===== src/source/spi_ctrl_pkg.sv =====
package spi_ctrl_pkg;

    // Transfer sequencing
    typedef enum logic [1:0] {
        IDLE   = 2'b00,  // Waiting for a byte, chip select high
        ACTIVE = 2'b01,  // Clocking the byte out and in
        DONE   = 2'b10   // Chip select released, result captured
    } xfer_state_t;

    // Single-cycle strobes that steer the datapath
    // Each one takes effect on the clk edge that ends its cycle
    typedef struct packed {
        logic load;     // Take tx_data, drive its MSB
        logic sample;   // Pull spi_miso into the receive register
        logic shift;    // Move the next transmit bit onto MOSI
        logic capture;  // Hand the received byte to the host
    } shift_ctrl_t;

endpackage


===== src/source/spi_types_pkg.sv =====
package spi_types_pkg;

    // Frame geometry for mode 0, MSB first
    localparam int WORD_BITS    = 8;
    localparam int FRAME_HALVES = 2 * WORD_BITS;  // SPI clock half periods per byte

    // One byte on the wire
    typedef logic [WORD_BITS-1:0] spi_word_t;

    // Half periods elapsed in a frame, 0 to 16
    typedef logic [4:0] half_count_t;

    // What the datapath shows of the frame in flight
    typedef struct packed {
        logic      mosi;     // Bit currently driven to the slave
        spi_word_t rx_byte;  // Bits gathered so far, MSB first
    } shift_data_t;

endpackage


===== src/source/spi_half_period_timer.sv =====
`timescale 1ns/10ps

module spi_half_period_timer #(
    parameter int HALF_PERIOD = 2
) (
    input  logic clk,
    input  logic rst_n,
    input  logic run,
    output logic half_tick,
    output logic last_half
);

    // A single bit is enough when every cycle is a tick
    localparam int CNT_W = (HALF_PERIOD > 1) ? $clog2(HALF_PERIOD) : 1;
    localparam logic [CNT_W-1:0] CNT_LAST = CNT_W'(HALF_PERIOD - 1);

    localparam spi_types_pkg::half_count_t LAST_HALF =
        spi_types_pkg::half_count_t'(spi_types_pkg::FRAME_HALVES - 1);

    logic [CNT_W-1:0]           cycle_cnt;
    logic                       wrap;
    spi_types_pkg::half_count_t half_cnt;

    assign wrap = (cycle_cnt == CNT_LAST);

    // Cycle pacing within one half period
    // The tick is registered, so it shows HALF_PERIOD cycles after run rises
    always_ff @(posedge clk or negedge rst_n) begin
        if (!rst_n) begin
            cycle_cnt <= '0;
            half_tick <= 1'b0;
        end else if (!run) begin
            cycle_cnt <= '0;  // Realign for the next frame
            half_tick <= 1'b0;
        end else begin
            half_tick <= wrap;
            cycle_cnt <= wrap ? '0 : cycle_cnt + 1'b1;
        end
    end

    // Half periods completed in this frame, bumped as each tick is used
    always_ff @(posedge clk or negedge rst_n) begin
        if (!rst_n) begin
            half_cnt <= '0;
        end else if (!run) begin
            half_cnt <= '0;
        end else if (half_tick) begin
            half_cnt <= half_cnt + 1'b1;
        end
    end

    // High from the 15th tick until the 16th
    assign last_half = (half_cnt == LAST_HALF);

endmodule


===== src/source/spi_master_top.sv =====
`timescale 1ns/10ps

module spi_master_top #(
    parameter int HALF_PERIOD = 2  // clk cycles per SPI clock half period
) (
    input  logic                     clk,
    input  logic                     rst_n,
    input  spi_types_pkg::spi_word_t tx_data,
    input  logic                     tx_valid,
    output logic                     tx_ready,
    output spi_types_pkg::spi_word_t rx_data,
    output logic                     rx_valid,
    output logic                     spi_clk,
    output logic                     spi_mosi,
    input  logic                     spi_miso,
    output logic                     spi_cs_n
);

    logic                       run;
    logic                       half_tick;
    logic                       last_half;
    spi_ctrl_pkg::shift_ctrl_t  shift_ctrl;
    spi_types_pkg::shift_data_t shift_data;

    // Paces the SPI clock
    spi_half_period_timer #(
        .HALF_PERIOD (HALF_PERIOD)
    ) u_timer (
        .clk       (clk),
        .rst_n     (rst_n),
        .run       (run),
        .half_tick (half_tick),
        .last_half (last_half)
    );

    spi_transfer_fsm u_fsm (
        .clk       (clk),
        .rst_n     (rst_n),
        .tx_valid  (tx_valid),
        .half_tick (half_tick),
        .last_half (last_half),
        .run       (run),
        .ctrl      (shift_ctrl),
        .tx_ready  (tx_ready),
        .rx_valid  (rx_valid),
        .spi_clk   (spi_clk),
        .spi_cs_n  (spi_cs_n)
    );

    spi_shift_datapath u_datapath (
        .clk      (clk),
        .rst_n    (rst_n),
        .tx_data  (tx_data),
        .spi_miso (spi_miso),
        .ctrl     (shift_ctrl),
        .data     (shift_data),
        .rx_data  (rx_data)
    );

    assign spi_mosi = shift_data.mosi;

endmodule


===== src/source/spi_shift_datapath.sv =====
`timescale 1ns/10ps

module spi_shift_datapath (
    input  logic                       clk,
    input  logic                       rst_n,
    input  spi_types_pkg::spi_word_t   tx_data,
    input  logic                       spi_miso,
    input  spi_ctrl_pkg::shift_ctrl_t  ctrl,
    output spi_types_pkg::shift_data_t data,
    output spi_types_pkg::spi_word_t   rx_data
);

    localparam int TOP = spi_types_pkg::WORD_BITS - 1;

    spi_types_pkg::spi_word_t tx_shift;
    spi_types_pkg::spi_word_t rx_shift;

    // Transmit register, MSB always on the wire
    always_ff @(posedge clk or negedge rst_n) begin
        if (!rst_n) begin
            tx_shift <= '0;
        end else if (ctrl.load) begin
            tx_shift <= tx_data;
        end else if (ctrl.shift) begin
            tx_shift <= {tx_shift[TOP-1:0], 1'b0};
        end else if (ctrl.capture) begin
            tx_shift <= '0;  // MOSI back low once the byte is out
        end
    end

    // Receive register, MISO enters at bit 0
    always_ff @(posedge clk) begin
        if (ctrl.sample) begin
            rx_shift <= {rx_shift[TOP-1:0], spi_miso};
        end
    end

    // Result held for the host until the next frame completes
    always_ff @(posedge clk or negedge rst_n) begin
        if (!rst_n) begin
            rx_data <= '0;
        end else if (ctrl.capture) begin
            rx_data <= rx_shift;
        end
    end

    always_comb begin
        data         = '0;
        data.mosi    = tx_shift[TOP];
        data.rx_byte = rx_shift;  // Full byte once the 8th sample is in
    end

endmodule


===== src/source/spi_transfer_fsm.sv =====
`timescale 1ns/10ps

module spi_transfer_fsm (
    input  logic                      clk,
    input  logic                      rst_n,
    input  logic                      tx_valid,
    input  logic                      half_tick,
    input  logic                      last_half,
    output logic                      run,
    output spi_ctrl_pkg::shift_ctrl_t ctrl,
    output logic                      tx_ready,
    output logic                      rx_valid,
    output logic                      spi_clk,
    output logic                      spi_cs_n
);

    spi_ctrl_pkg::xfer_state_t state;
    spi_ctrl_pkg::xfer_state_t state_next;

    logic active;
    logic edge_due;  // A clock toggle lands on the coming edge

    assign active   = (state == spi_ctrl_pkg::ACTIVE);
    assign edge_due = active && half_tick;

    assign run      = active;                      // Timer only counts inside a frame
    assign tx_ready = (state == spi_ctrl_pkg::IDLE);

    // Next state
    always_comb begin
        state_next = state;
        case (state)
            spi_ctrl_pkg::IDLE: begin
                if (tx_valid) begin
                    state_next = spi_ctrl_pkg::ACTIVE;
                end
            end
            spi_ctrl_pkg::ACTIVE: begin
                // 16th toggle brings the clock back low and ends the byte
                if (half_tick && last_half) begin
                    state_next = spi_ctrl_pkg::DONE;
                end
            end
            spi_ctrl_pkg::DONE: begin
                state_next = spi_ctrl_pkg::IDLE;
            end
            default: begin
                state_next = spi_ctrl_pkg::IDLE;
            end
        endcase
    end

    // Datapath strobes, decoded from the present state and tick
    always_comb begin
        ctrl         = '0;
        ctrl.load    = tx_ready && tx_valid;
        ctrl.sample  = edge_due && !spi_clk;               // Rising edge of spi_clk
        ctrl.shift   = edge_due && spi_clk && !last_half;  // Falling edge, not the final one
        ctrl.capture = (state == spi_ctrl_pkg::DONE);
    end

    always_ff @(posedge clk or negedge rst_n) begin
        if (!rst_n) begin
            state <= spi_ctrl_pkg::IDLE;
        end else begin
            state <= state_next;
        end
    end

    // Chip select is low exactly while the next state is ACTIVE
    always_ff @(posedge clk or negedge rst_n) begin
        if (!rst_n) begin
            spi_cs_n <= 1'b1;
        end else begin
            spi_cs_n <= (state_next != spi_ctrl_pkg::ACTIVE);
        end
    end

    // SPI clock phase
    always_ff @(posedge clk or negedge rst_n) begin
        if (!rst_n) begin
            spi_clk <= 1'b0;
        end else if (edge_due) begin
            spi_clk <= ~spi_clk;
        end else if (!active) begin
            spi_clk <= 1'b0;  // Idle low between frames
        end
    end

    // One pulse, the edge after the result is captured
    always_ff @(posedge clk or negedge rst_n) begin
        if (!rst_n) begin
            rx_valid <= 1'b0;
        end else begin
            rx_valid <= ctrl.capture;
        end
    end

endmodule


===== config.mk =====
export PLATFORM = sky130hd
export DESIGN_NAME = spi_master_top
export DESIGN_NICKNAME = d
export VERILOG_FILES = /design/src/source/spi_ctrl_pkg.sv /design/src/source/spi_types_pkg.sv /design/src/source/spi_half_period_timer.sv /design/src/source/spi_master_top.sv /design/src/source/spi_shift_datapath.sv /design/src/source/spi_transfer_fsm.sv
export SDC_FILE = /design/constraint.sdc
export NUM_CORES = 1
export LEC_CHECK = 0
export ABC_AREA = 0
export BUFFER_PORTS_ARGS = -buffer_cell sky130_fd_sc_hd__buf_2
export CORE_ASPECT_RATIO = 0.7
export CORE_MARGIN = 3
export CORE_UTILIZATION = 39
export DETAILED_ROUTE_END_ITERATION = 12
export GPL_TIMING_DRIVEN = 0
export PLACE_DENSITY = 0.56
export SLEW_MARGIN = 0
export SYNTH_ARGS = -nofsm -noshare
export SYNTH_HDL_FRONTEND = slang
export SYNTH_SLANG_ARGS = --single-unit

===== constraint.sdc =====
create_clock -name clk -period 4 [get_ports clk]
set_input_delay 0.4 -clock clk [delete_from_list [all_inputs] [get_ports clk]]
set_output_delay 0.4 -clock clk [all_outputs]
set_load 0.05 [all_outputs]

==> metrics.md <==
| Metric | Value |
|---|---|
| Gr usage total | 12.6% |
| Finish-stage setup viols | 0 |
| VDD IR max | 405 uV |
| # H-tree levels | 2 |
| Worst endpoint required time | 4160 ps |
| Crit start category | flop |
| Die width | 78.4 um |
| Largest net degree at the start of global routing | 29 |
| DRT iter0 DRCs | 57 |
| Routed length per placed instance | 13.4 um |
| CTS resizes | 0 |
| Hold-fix buffers, CTS | 0 |
| Clock Tree Buf Depth | 2 |
| Mapped Cells | 99 |
| Worst-case reg-to-reg path depth | 6 |
| Worst-Margin Slew | 681 ps |
| Fin crit period | 1900 ps |
| Ranking of synthesized cells by area | dfrtp_1 (47%), edfxtp_1 (17%), mux2_2 (6.3%) |
| Cell Area, Synth | 1430 um2 |
| Yosys cell types | 27 |
| Final net count | 144 |
| Pwr Density | 713 nW/um2 |
| Lkg Pwr | 0.826 nW |
| GR Overflow Total | 0 |
| Share of post-route cells with drive strength above 1 | 36.6% |
| Fill cells | 309 |
| Yosys reg bits | 36 |
| Root Driver | clkbuf_8 |
| Area growth syn-to-layout | 18.4% |
| Commonest non-fill, non-tap cell in the layout | dfrtp_1 |
| Final wirelength | 2390 um |
| Area leader, netlist | dfrtp_1 |
| CTS Buf Count | 5 |
| RSZ-0062 raised after global routing | no |
| Clk_lat worst skew | 280 ps |
| Die area | 4440 um2 |
| Worst setup EP type | flop |
| Status | completed |
| Pre-Repair DR Iteration Count | 4 |
| Via/cell ratio | 4.71 |
| DRC | 0 |
| Post-CTS Setup Inserts | 0 |
| Placed wire-length estimate | 1700 um |
| Antenna violations before repair | 0 |
| Top Ports | 25 |
| Initial Util | 43.1% |
| Arrival @ worst endpoint | 2060 ps |
| Die height | 56.7 um |
| Relative slew slack | 54.4% |
| Sequential cell area fraction in the yosys report | 65.8% |
| Final hold vios | 0 |
| Clock sink count | 36 |
| First-pass GRT wire length | 4140 um |
| Crit Path Max Fanout | 7 |
| CTS tree | built |
| Setup TNS | 0 ps |
| Clock slew at reported path FFs | 70 ps |
| Period utilization | 47.4% |
| Synth Net Count | 113 |
| Crit Path Class | flop to flop |
| Total power | 1.21 mW |
| Commonest cells after routing, fill and taps aside | dfrtp_1 (27), buf_2 (26), nor2_1 (9) |
| Worst hold path type | input pin to asynchronous set/reset pin |
| Number of diodes | 0 |
| Fmax | 0.527 GHz |
| Core area | 3320 um2 |
| Yosys top cell area share | 47.2% |
| Max Clock Skew | 6.86 ps |
| Final ANT Viol Nets | 0 |
| Vias in the first global route | 839 |
| Max-Cap Viols | 0 |
| Site Rows | 17 |
| Total number of vias | 838 |
| Slew Viols, Final | 0 |
| GP Congestion | 0.706 |
| Port Buffer Count | 24 |
| Yosys warnings | 0 |
| Syn_area_per_cell | 14.5 um2 |
state kept, by name (all words and copies together) (netlist names):
register and cells:
u_datapath.rx_data 8, u_datapath.rx_shift 8, u_datapath.tx_shift 8, u_fsm.rx_valid 1
u_fsm.spi_clk 1, u_fsm.spi_cs_n 1, u_fsm.state 2, u_timer.cycle_cnt 1
u_timer.half_cnt 5, u_timer.half_tick 1
final timing paths:
| check | from | end | slack (ps) |
|---|---|---|---|
| min in group clk | spi_miso | u_datapath.rx_shift[0] | 290 |
| max reg2reg | u_timer.half_cnt[0] | u_datapath.tx_shift[7] | 2100 |
| max | u_timer.half_cnt[0] | u_datapath.tx_shift[7] | 2100 |
| min | rst_n | u_datapath.rx_data[3] | 130 |
| min reg2reg | u_timer.cycle_cnt | u_timer.cycle_cnt | 420 |
| max in group asynchronous | rst_n | u_timer.cycle_cnt | 3470 |
critical path: stages (launching register included):
cell	delay, ps
dfrtp_1	410
ha_1	220
and3_1	190
ha_1	220
nor2b_1	250
a311oi_4	170
a221o_1	320
layer usage:
layer,GRT usage [%],vias up,share of wire [%]
met5,0,-,0
li1,-,412,-
met4,6.48,0,1.8
met3,5.29,7,6.1
met2,17.3,19,42
met1,16.8,400,50
cells in the mapped netlist:
cell	number
a221o_1	7
edfxtp_1	8
buf_6	1
nand2b_1	1
xnor2_1	2
nor2b_2	1
buf_4	1
dfrtp_1	27
nor2b_1	1
nor2b_4	1
a311oi_4	1
xor2_1	2
nor2_1	9
mux2i_1	1
o41ai_1	1
and3_1	3
buf_2	2
nand4_1	1
a21oi_1	1
inv_1	3
and2_1	8
nor3b_2	1
a211oi_1	1
nand2_1	4
mux2_2	8
ha_1	2
dfstp_2	1
where the power goes:
part	switching, mW	total [mW]	internal, mW
Clock	0.121	0.243	0.121
Sequential	0.0715	0.583	0.512
Combinational	0.232	0.384	0.152
cell type report:
cell class                      count  area, um2  area share [%]
Timing Repair Buffer               24        120            7.08
Inverter                            3       11.3           0.664
Multi-Input combinational cell     56        449            26.5
Clock buffer                        6       72.6            4.28
Tap cell                           47       58.8            3.47
Sequential cell                    36        942            55.6
Buffer                              4       28.8            1.70
Clock inverter                      2       12.5           0.738
metrics by stage:
step / std cells / utilization [%] / hold WS, ps / setup WS (ps) / cell area (um2)
after floorplan: 99 / - / 104 / 2270 / 1430
after global placement: 170 / 48.5 / 414 / 2150 / 1610
after detailed placement: 170 / 48.5 / 412 / 2090 / 1610
after CTS: 178 / 51.1 / 148 / 2080 / 1700
after global routing: 178 / 51.1 / 170 / 1970 / 1700
final: 178 / 51.1 / 126 / 2100 / 1700
logic make-up after synthesis:
| logic type | after synthesis | synth area share (%) |
|---|---|---|
| flip-flops | 36 | 65.8 |
| AND/OR/NAND/NOR | 30 | 12.0 |
| AO/OA/AOI/OAI | 11 | 8.22 |
| multiplexers | 9 | 6.99 |
| buffers and inverters | 7 | 2.80 |
| XOR/XNOR | 4 | 2.45 |
| adder cells (fa/ha/maj) | 2 | 1.75 |
Note: power is estimated with default switching activity, not from simulation.
